`src/include/systolic_params.svh`:
```
`ifndef SYSTOLIC_PARAMS_SVH
`define SYSTOLIC_PARAMS_SVH

// sample and coefficient width
`define SYS_DATA_WIDTH 8

// accumulator, product and result width
`define SYS_ACC_WIDTH 20

// elements in the row
`define SYS_NUM_PE 4

`endif

```
`src/hw/systolicPkg.sv`:
```
`default_nettype none

`include "systolic_params.svh"

package systolicPkg;

  // ========================================
  // word types
  // ========================================
  typedef logic [`SYS_DATA_WIDTH-1:0] sampleT;
  typedef logic [`SYS_DATA_WIDTH-1:0] coefT;
  typedef logic [`SYS_ACC_WIDTH-1:0] accT;            // also the product width
  typedef logic [$clog2(`SYS_NUM_PE)-1:0] coefAddrT;

  // ========================================
  // operand mode
  // ========================================
  typedef enum logic {
    opDiff = 1'b0,                                      // current minus previous
    opSum  = 1'b1                                       // current plus previous
  } opModeE;

endpackage

`default_nettype wire

```
`src/hw/coefficientBank.sv`:
```
`timescale 1ns/100ps
`default_nettype none

`include "systolic_params.svh"

module coefficientBank #(
  parameter int NUM_PE = `SYS_NUM_PE
) (
  input  wire logic                 clk,
  input  wire logic                 reset,
  input  wire logic                 coefWrite,
  input  wire systolicPkg::coefAddrT coefAddr,
  input  wire systolicPkg::coefT    coefData,
  output systolicPkg::coefT         coefficients [NUM_PE]
);

  // one register per element, written by address
  always_ff @(posedge clk) begin
    if (reset) begin
      for (int i = 0; i < NUM_PE; i++) begin
        coefficients[i] <= '0;
      end
    end else if (coefWrite) begin
      for (int i = 0; i < NUM_PE; i++) begin
        if (int'(coefAddr) == i) begin                  // addresses past NUM_PE are dropped
          coefficients[i] <= coefData;
        end
      end
    end
  end

endmodule

`default_nettype wire

```
`src/hw/processingElement.sv`:
```
`timescale 1ns/100ps
`default_nettype none

module processingElement (
  input  wire logic              clk,
  input  wire logic              reset,
  input  wire systolicPkg::sampleT xIn,
  input  wire systolicPkg::opModeE modeIn,
  input  wire logic              startIn,
  input  wire systolicPkg::coefT coefficient,
  input  wire systolicPkg::accT  zIn,
  input  wire logic              zValidIn,
  output systolicPkg::sampleT    xOut,
  output systolicPkg::opModeE    modeOut,
  output logic                   startOut,
  output systolicPkg::accT       zOut,
  output logic                   zValidOut
);

  import systolicPkg::*;

  sampleT xStage1;
  sampleT xStage2;
  opModeE modeStage1;
  opModeE modeStage2;
  logic   startStage1;
  logic   startStage2;

  coefT   coefLatched;
  coefT   coefActive;
  accT    operand;
  accT    product;
  accT    accumulator;
  logic   windowOpen;

  // ========================================
  // row pipeline
  // ========================================
  always_ff @(posedge clk) begin
    if (reset) begin
      xStage1     <= '0;
      xStage2     <= '0;
      modeStage1  <= opDiff;
      modeStage2  <= opDiff;
      startStage1 <= 1'b0;
      startStage2 <= 1'b0;
    end else begin
      xStage1     <= xIn;
      xStage2     <= xStage1;                           // previous sample in the stream
      modeStage1  <= modeIn;
      modeStage2  <= modeStage1;
      startStage1 <= startIn;
      startStage2 <= startStage1;
    end
  end

  assign xOut     = xStage2;
  assign modeOut  = modeStage2;
  assign startOut = startStage2;

  // ========================================
  // operand and multiply-accumulate
  // ========================================
  assign coefActive = startStage1 ? coefficient : coefLatched;  // first product of a window

  always_comb begin
    if (modeStage1 == opSum) begin
      operand = accT'(xStage1) + accT'(xStage2);
    end else begin
      operand = accT'(xStage1) - accT'(xStage2);        // wraps modulo 2^ACC_WIDTH
    end
  end

  assign product = accT'(coefActive) * operand;

  always_ff @(posedge clk) begin
    if (reset) begin
      accumulator <= '0;
      coefLatched <= '0;
      windowOpen  <= 1'b0;
    end else if (startStage1) begin
      accumulator <= product;                           // restart window
      coefLatched <= coefficient;
      windowOpen  <= 1'b1;
    end else begin
      accumulator <= accumulator + product;
    end
  end

  // ========================================
  // result chain
  // ========================================
  // the chain never carries a valid word into the start cycle,
  // so taking the local total here loses nothing
  always_ff @(posedge clk) begin
    if (reset) begin
      zOut      <= '0;
      zValidOut <= 1'b0;
    end else if (startStage1 && windowOpen) begin
      zOut      <= accumulator;                         // finished total of the old window
      zValidOut <= 1'b1;
    end else begin
      zOut      <= zIn;
      zValidOut <= zValidIn;
    end
  end

endmodule

`default_nettype wire

```
`src/hw/systolicRow.sv`:
```
`timescale 1ns/100ps
`default_nettype none

`include "systolic_params.svh"

module systolicRow #(
  parameter int NUM_PE = `SYS_NUM_PE
) (
  input  wire logic                clk,
  input  wire logic                reset,
  input  wire systolicPkg::sampleT sample,
  input  wire systolicPkg::opModeE opMode,
  input  wire logic                frameStart,
  input  wire systolicPkg::coefT   coefficients [NUM_PE],
  output systolicPkg::accT         result,
  output logic                     resultValid
);

  import systolicPkg::*;

  // index k is the input of element k
  sampleT xChain      [NUM_PE+1];
  opModeE modeChain   [NUM_PE+1];
  logic   startChain  [NUM_PE+1];
  accT    zChain      [NUM_PE+1];
  logic   zValidChain [NUM_PE+1];

  // ========================================
  // row ends
  // ========================================
  assign xChain[0]      = sample;
  assign modeChain[0]   = opMode;
  assign startChain[0]  = frameStart;
  assign zChain[0]      = '0;                           // nothing ahead of element 0
  assign zValidChain[0] = 1'b0;

  // ========================================
  // element chain
  // ========================================
  for (genvar k = 0; k < NUM_PE; k++) begin : genPe
    processingElement pe (
      .clk         (clk),
      .reset       (reset),
      .xIn         (xChain[k]),
      .modeIn      (modeChain[k]),
      .startIn     (startChain[k]),
      .coefficient (coefficients[k]),
      .zIn         (zChain[k]),
      .zValidIn    (zValidChain[k]),
      .xOut        (xChain[k+1]),
      .modeOut     (modeChain[k+1]),
      .startOut    (startChain[k+1]),
      .zOut        (zChain[k+1]),
      .zValidOut   (zValidChain[k+1])
    );
  end

  assign result      = zChain[NUM_PE];                  // last element feeds the output
  assign resultValid = zValidChain[NUM_PE];

endmodule

`default_nettype wire

```
`src/hw/filterTop.sv`:
```
`timescale 1ns/100ps
`default_nettype none

`include "systolic_params.svh"

module filterTop (
  input  wire logic                  clk,
  input  wire logic                  reset,
  input  wire systolicPkg::sampleT   sample,
  input  wire systolicPkg::opModeE   opMode,
  input  wire logic                  frameStart,
  input  wire logic                  coefWrite,
  input  wire systolicPkg::coefAddrT coefAddr,
  input  wire systolicPkg::coefT     coefData,
  output systolicPkg::accT           result,
  output logic                       resultValid
);

  import systolicPkg::*;

  coefT coefficients [`SYS_NUM_PE];                     // one per element

  // ========================================
  // coefficient store
  // ========================================
  coefficientBank #(
    .NUM_PE (`SYS_NUM_PE)
  ) bank (
    .clk          (clk),
    .reset        (reset),
    .coefWrite    (coefWrite),
    .coefAddr     (coefAddr),
    .coefData     (coefData),
    .coefficients (coefficients)
  );

  // ========================================
  // systolic row
  // ========================================
  systolicRow #(
    .NUM_PE (`SYS_NUM_PE)
  ) row (
    .clk          (clk),
    .reset        (reset),
    .sample       (sample),
    .opMode       (opMode),
    .frameStart   (frameStart),
    .coefficients (coefficients),
    .result       (result),
    .resultValid  (resultValid)
  );

endmodule

`default_nettype wire

```
`config.mk`:
```
export PLATFORM = sky130hd
export DESIGN_NAME = filterTop
export DESIGN_NICKNAME = d
export VERILOG_FILES = /design/src/hw/systolicPkg.sv /design/src/hw/coefficientBank.sv /design/src/hw/processingElement.sv /design/src/hw/systolicRow.sv /design/src/hw/filterTop.sv
export VERILOG_INCLUDE_DIRS = /design/src /design/src/include
export SDC_FILE = /design/constraint.sdc
export NUM_CORES = 2
export LEC_CHECK = 0
export ABC_AREA = 1
export ABC_CLOCK_PERIOD_IN_PS = 9200
export BUFFER_PORTS_ARGS = -buffer_cell sky130_fd_sc_hd__buf_2
export CAP_MARGIN = 15
export CORE_UTILIZATION = 38
export DETAILED_ROUTE_END_ITERATION = 10
export MAX_ROUTING_LAYER = met4
export PLACE_DENSITY = 0.54
export SYNTH_ARGS = -nofsm -noshare
export SYNTH_HDL_FRONTEND = slang
export SYNTH_SLANG_ARGS = --single-unit
```
`constraint.sdc`:
```
create_clock -name clk -period 9.2 [get_ports clk]
set_input_delay 1.38 -clock clk [delete_from_list [all_inputs] [get_ports clk]]
set_output_delay 1.38 -clock clk [all_outputs]
set_load 0.005 [all_outputs]
```
======== Yosys cells after proc, flatten, opt, wreduce, memory -nomap -nowiden ========
Cells that the tools add are included.
Widths: inputs -> output; s select.
cells by class
  $add $sub $neg .......................... 12
  multiply operators ...................... 4
  eq/ne operators ......................... 3
  muxes and demuxes ....................... 19
  bitwise gates (word level) .............. 1
  reduce and logical (&&, ||, !) cells .... 10
operators with widths
  kind                count
  $mux 20             11
  $add 20x20->20      4
  $mul 8x20->20       4
  $add 8x8->9         4
  $sub 8x8->9         4
  $mux 8              4
  $reduce_and 2->1    4
  $eq 2x2->1 const B  2
  $logic_and 1x1->1   4
  $mux 1              4
  $eq 2x1->1 const B  1
  $logic_not 2->1     1
  $reduce_or 2->1     1
  $not 1->1           1
storage, ports and cells
  bits in registers ....................... 310
  bits of input ports ..................... 23
  output and inout port bits .............. 21
  logic and storage cells ................. 95

======== Depth between registers and ports, before layout ========
  depth after elaboration ................. 5
  depth in mapped cells ................... 44
  mapped depth without buffers ............ 44

======== Hierarchy ========
From an unflattened synthesis, not the netlist that was laid out.
unflattened totals
  cell total of the unflattened synthesis .. 4150
  area, all modules ....................... 30346.6 um2
modules (own cells, without submodules)
  module                               times used  cells an instance  area each (um2)  sequential area each (um2)
  processingElement (row.genPe[0].pe)  1           984                7267.0           1401.3
  processingElement (row.genPe[3].pe)  1           993                7249.5           1401.3
  processingElement (row.genPe[2].pe)  1           991                7239.4           1401.3
  processingElement (row.genPe[1].pe)  1           973                7160.6           1401.3
  coefficientBank                      1           208                1426.4           640.6
  systolicRow                          1           1                  3.8              0.0

======== Worst setup path after synthesis ========
No wires, ideal clock.
  path type ............................... register to register
  start ................................... register row.genPe[1].pe.xStage2[0]
  end ..................................... register row.genPe[1].pe.accumulator[18]
  library setup time ...................... 0.113 ns
  arrival ................................. 6.110 ns
  data required time ...................... 9.087 ns
  slack ................................... 2.977 ns
  cell stages (with the launch flop) ...... 34
  path buffers ............................ 0
  clock period less this slack ............ 6.223 ns
  cells stage by stage .................... dfxtp_1 > ha_1 > inv_1 > fa_1 > nand2_1 > o21ai_0 > or2_2 > nand2_1 > inv_1 > or2_2 > fa_1 > fa_1 > inv_1 > fa_1 > inv_1 > fa_1 > inv_1 > ha_1 > nand2_1 > inv_1 > a21oi_1 > nor2_1 > nand2_1 > nand2_1 > or2_1 > and2_1 > ha_1 > a21oi_1 > a21boi_0 > nor2_1 > nor3_1 > nand3b_1 > nand3_1 > nand2_1
on the way
  cells in the longest elaborated chain, start to end .. 5
  elaborated cells on any way between the ends .. 6
  classes of those cells .................. 3 x add/sub; 1 x mul; 2 x mux
RTL lines
  what                                        line                                              RTL
  from (decl)                                 processingElement.sv:23                           sampleT xStage2;
  from (signal assigned)                      processingElement.sv:49                           xStage2 <= xStage1;
  $sub 8x8->9 or $add 8x8->9 (tied branches)  processingElement.sv:70, processingElement.sv:68
  $mux 20 (*)                                 processingElement.sv:67                           if (modeStage1 == opSum) begin
  $mul 8x20->20 (*)                           processingElement.sv:74                           assign product = accT'(coefActive) * operand;
  $add 20x20->20                              processingElement.sv:86                           accumulator <= accumulator + product;
  $mux 20 (*)                                 processingElement.sv:81                           end else if (startStage1) begin
  to (signal assigned)                        processingElement.sv:82                           accumulator <= product;
  to (signal assigned)                        processingElement.sv:86
  to (decl)                                   processingElement.sv:33                           accT accumulator;
Mark *: on every way between the ends. The rest lies on a longest branch, timed or not.
A chain may end at the register's enable or synchronous reset.

======== Worst setup path after layout ========
  start ................................... register row.genPe[1].pe.xStage2[5]
  end ..................................... register row.genPe[1].pe.accumulator[18]
Same word-level chain as after synthesis.

==> impl_results.md <==
- DR WL/cell: 15.1 µm
- Final TNS setup: 0 ns
- Initial antenna violation count: 1
- Slowest cell on the critical path: sky130_fd_sc_hd__fa_1
- Start point of the worst min-delay path: row.genPe[1].pe.startOut$_SDFF_PP0_
- Signed area change from the synthesized netlist to the final layout: 8.86%
- Maximum number of pins on one net before global-route repair: between 70 and 80
- Number of design rule violations left after detail routing: 0
- Slowest Stage Delay on Critical Path: between 0.5 and 0.6 ns
- Tightest slew margin relative to the limit: 0.228
- Count of mapped cells out of synthesis: 4094
- Detailed-route vias per instance: ~4.8
- Cells resized by post-CTS repair: 0
- DPL Wire Length: roughly 64000 µm
- YS warnings: 0
- Total global routing overflow: 0
- Number of nets produced by synthesis: 4673
- Horiz. Die Dim: between 200 and 300 µm
- Post-CTS Repair Setup Buffers: 0
- P_int: roughly 3300 µW
- Setup Skew: between 0.02 and 0.025 ns
- Least setup slack across all paths after layout: approximately 2.2 ns
- RSZ-0062 raised after global routing: no
- Mean instance size in the synthesized netlist: 7.28 µm²
- Clock latency at the later pin of the worst-skew pair: roughly 0.56 ns
- Most common cell in the synthesized netlist: sky130_fd_sc_hd__inv_1
- Commonest cells in the netlist: 768 x sky130_fd_sc_hd__inv_1, 720 x sky130_fd_sc_hd__nor2_1, 685 x sky130_fd_sc_hd__nand2_1
- DRT Wirelength: between 70000 and 80000 µm
- Number of sinks driven by the clock tree: 310
- Reg2reg start: row.genPe[1].pe.xOut[5]$_SDFF_PP0_
- Sequential share of the synthesized area: 0.208
- TritonCTS clock tree: done
- Die span in y: approximately 280 µm
- Number of CTS-inserted buffers: 40
- Number of buffers inserted by hold repair at cts: 0
- Power share of the clock group: 0.299
- Maximum operating frequency: approximately 140 MHz
- First-pass DRT Iterations: 5
- Effective utilization at floorplan: 0.384
- Switching Power: 2240 µW
- # H-tree levels: 2
- Clock-pin slew of the registers on the worst-case setup and hold paths: 0.06 ns
- Setup violators final: 0
- First-pass GRT wire length: 131000 µm
- Area of the mapped netlist: a little under 0.03 mm²
- Class of the most critical hold timing path: reg -> reg
- Worst path required time: approximately 9.7 ns
- Port Buffer Count: 43
- Share of total power consumed by net switching: 0.403
- Drt first-iter violations: between 1000 and 1500
- Placement-stage worst setup slack: 2.19 ns
- Portion of synthesized cell area occupied by the leading cell type: 0.208
- Total Routing Usage GR: 0.212
- Count of buffer and inverter cells on the critical path: 6
- Number of pins exceeding their max-slew limit in the final report: 0
- Worst setup EP type: register
- P_leak: roughly 0.017 µW
- Final cycle utilization of the critical path: 0.764
- Post-synth top flop: sky130_fd_sc_hd__dfxtp_1
- Synth Register Bits: 310
- Total vias in the final route: about 25000
- Unique cell type count in the Yosys netlist: 46
- Final hold violation count: 0
- Sequential fraction of design power: 0.269
- Run status: finished clean
- Most area-consuming cells after synthesis: sky130_fd_sc_hd__dfxtp_1 21%, sky130_fd_sc_hd__fa_1 20%, sky130_fd_sc_hd__ha_1 11%
- CP max FO: 7
- Post-synth EDFFs: 0
- Worst Max-Slew Pin Slew: 1.15 ns
- Ratio of total power to cell area: 171 mW/mm²
- Placer congestion estimate: around 0.93
- Number of max-cap violations: 0
- First element of the critical path: row.genPe[1].pe.xOut[5]$_SDFF_PP0_
- Shortest period the worst path allows: ~7.0 ns
- Num rows: roughly 100
- Fraction of final layout cells sized beyond drive strength 1: 0.0606
- Async set-reset flop share out of synthesis: 0
- Floorplan die area: 0.0796 mm²
- Worst Setup Path Type: reg -> reg
- Core footprint: between 0.07 and 0.08 mm²
- Data arrival, critical path: approximately 7.5 ns
- Number of antenna-violating nets in the routed design: 0
- Cell repeated most along the worst path: sky130_fd_sc_hd__inv_1
- Portion of total power attributed to combinational logic: 0.432
- Filler cell count in the final layout: 8294
- Final standard cell utilization of the core: 0.418
- Startpoint class of the critical path: register
- Max Root-Sink Buffers: 3
- Via count of the first global-routing pass: 25500
- I/O pin total: 44
- Top cell family by delay on the critical path: adder cells
- VDD IR max: 0.000149 V
- Synth area leader: sky130_fd_sc_hd__dfxtp_1
- Post-layout net count: about 4700
- Buffer cell driving the clock tree root: sky130_fd_sc_hd__clkbuf_16
worst min-delay path, cell delays in order (launching register included):
cell                      delay, ns
sky130_fd_sc_hd__dfxtp_1       0.29
sky130_fd_sc_hd__inv_1         0.04
sky130_fd_sc_hd__nor2_1        0.03
placed cells by master, fill, tap and decap left out, types with 11 or more instances in the layout:
| cell type | Yosys | layout |
|---|---|---|
| sky130_fd_sc_hd__buf_2 | 31 | 42 |
| sky130_fd_sc_hd__a21oi_1 | 176 | 176 |
| sky130_fd_sc_hd__or2_2 | 43 | 43 |
| sky130_fd_sc_hd__o21ai_2 | 28 | 28 |
| sky130_fd_sc_hd__xnor2_1 | 28 | 28 |
| sky130_fd_sc_hd__nor3_1 | 19 | 19 |
| sky130_fd_sc_hd__or2_1 | 11 | 11 |
| sky130_fd_sc_hd__nand3_1 | 175 | 175 |
| sky130_fd_sc_hd__buf_4 | 6 | 20 |
| sky130_fd_sc_hd__ha_1 | 256 | 256 |
| sky130_fd_sc_hd__clkbuf_16 | 0 | 41 |
| sky130_fd_sc_hd__o21bai_1 | 34 | 34 |
| sky130_fd_sc_hd__o21ai_0 | 184 | 182 |
| sky130_fd_sc_hd__nand4_1 | 31 | 31 |
| sky130_fd_sc_hd__nor2_1 | 720 | 720 |
| sky130_fd_sc_hd__and2_1 | 16 | 16 |
| sky130_fd_sc_hd__fa_1 | 300 | 300 |
| sky130_fd_sc_hd__o21ai_1 | 20 | 22 |
| sky130_fd_sc_hd__inv_1 | 768 | 767 |
| sky130_fd_sc_hd__xor2_1 | 59 | 59 |
| sky130_fd_sc_hd__a21o_1 | 23 | 23 |
| sky130_fd_sc_hd__nand3b_1 | 24 | 24 |
| sky130_fd_sc_hd__dfxtp_1 | 310 | 310 |
| sky130_fd_sc_hd__nand2_1 | 685 | 685 |
| sky130_fd_sc_hd__inv_2 | 24 | 25 |
power by group through the flow:
stage          registers [µW]  clock network [µW]  logic [µW]
2_1_floorplan            1490                   0        1850
3_3_place_gp             1530                   0        2400
3_5_place_dp             1530                   0        2420
4_1_cts                  1500                1710        2430
5_1_grt                  1510                1760        2770
6_report                 1500                1660        2400
logic make-up after synthesis:
logic type                 share of synthesized area
AOI/OAI and AO/OA                             0.0982
xor gates and xnor gates                      0.0288
adders and majority gates                      0.309
buffers and inverters                          0.114
DFF                                            0.208
muxes                                        0.00101
and+or+nand+nor                                0.241
area by class of cell:
class | instances | area, µm² | area share
clock buffer | 54 | 1150 | 0.0356
tap | 1040 | 1300 | 0.0401
multi-input combinational | 2907 | 20200 | 0.623
timing repair buffer | 62 | 360 | 0.0111
sequential | 310 | 6210 | 0.191
clock inverter | 17 | 234 | 0.00721
antenna | 1 | 2.50 | 0.0000771
inverter | 794 | 2980 | 0.0918
sequential cells by signal (all words and copies together) (netlist names):
signal	flops
row.genPe.pe.accumulator	80
row.genPe.pe.zOut	80
bank.coefficients	32
row.genPe.pe.coefLatched	32
row.genPe.pe.xOut	32
row.genPe.pe.xStage1	32
row.genPe.pe.modeStage1	4
row.genPe.pe.startStage1	4
row.genPe.pe.windowOpen	4
row.genPe.pe.zValidOut	4
row.genPe.pe.modeOut	3
row.genPe.pe.startOut	3
final timing paths:
path                                                              endpoint  slack [ns]  cells past startpoint
worst max-delay path            row.genPe[1].pe.accumulator[18]$_SDFF_PP0_        2.17                     29
worst min-delay path                row.genPe[2].pe.startStage1$_SDFF_PP0_        0.40                      2
worst max register to register  row.genPe[1].pe.accumulator[18]$_SDFF_PP0_        2.17                     29
worst min register to register      row.genPe[2].pe.startStage1$_SDFF_PP0_        0.40                      2
layer usage:
metal / up-vias / global-route usage / part of all wire
met4: 0 / 0.0499 / 0.020
met5: - / - / 0
li1: 12600 / - / -
met1: 11700 / 0.263 / 0.46
met2: 399 / 0.372 / 0.49
met3: 96 / 0.0185 / 0.032
through the flow:
stage | cells | instance area, µm² | hold WS [ns] | power [µW]
after floorplan | 4094 | 29800 | 0.388 | 3340
after global placement | 5113 | 31100 | 0.389 | 3930
after detailed placement | 5113 | 31100 | 0.393 | 3940
after CTS | 5184 | 32500 | 0.400 | 5630
after global routing | 5184 | 32500 | 0.424 | 6040
final | 5185 | 32500 | 0.399 | 5560
No activity file was read; power rests on OpenSTA's default activity.
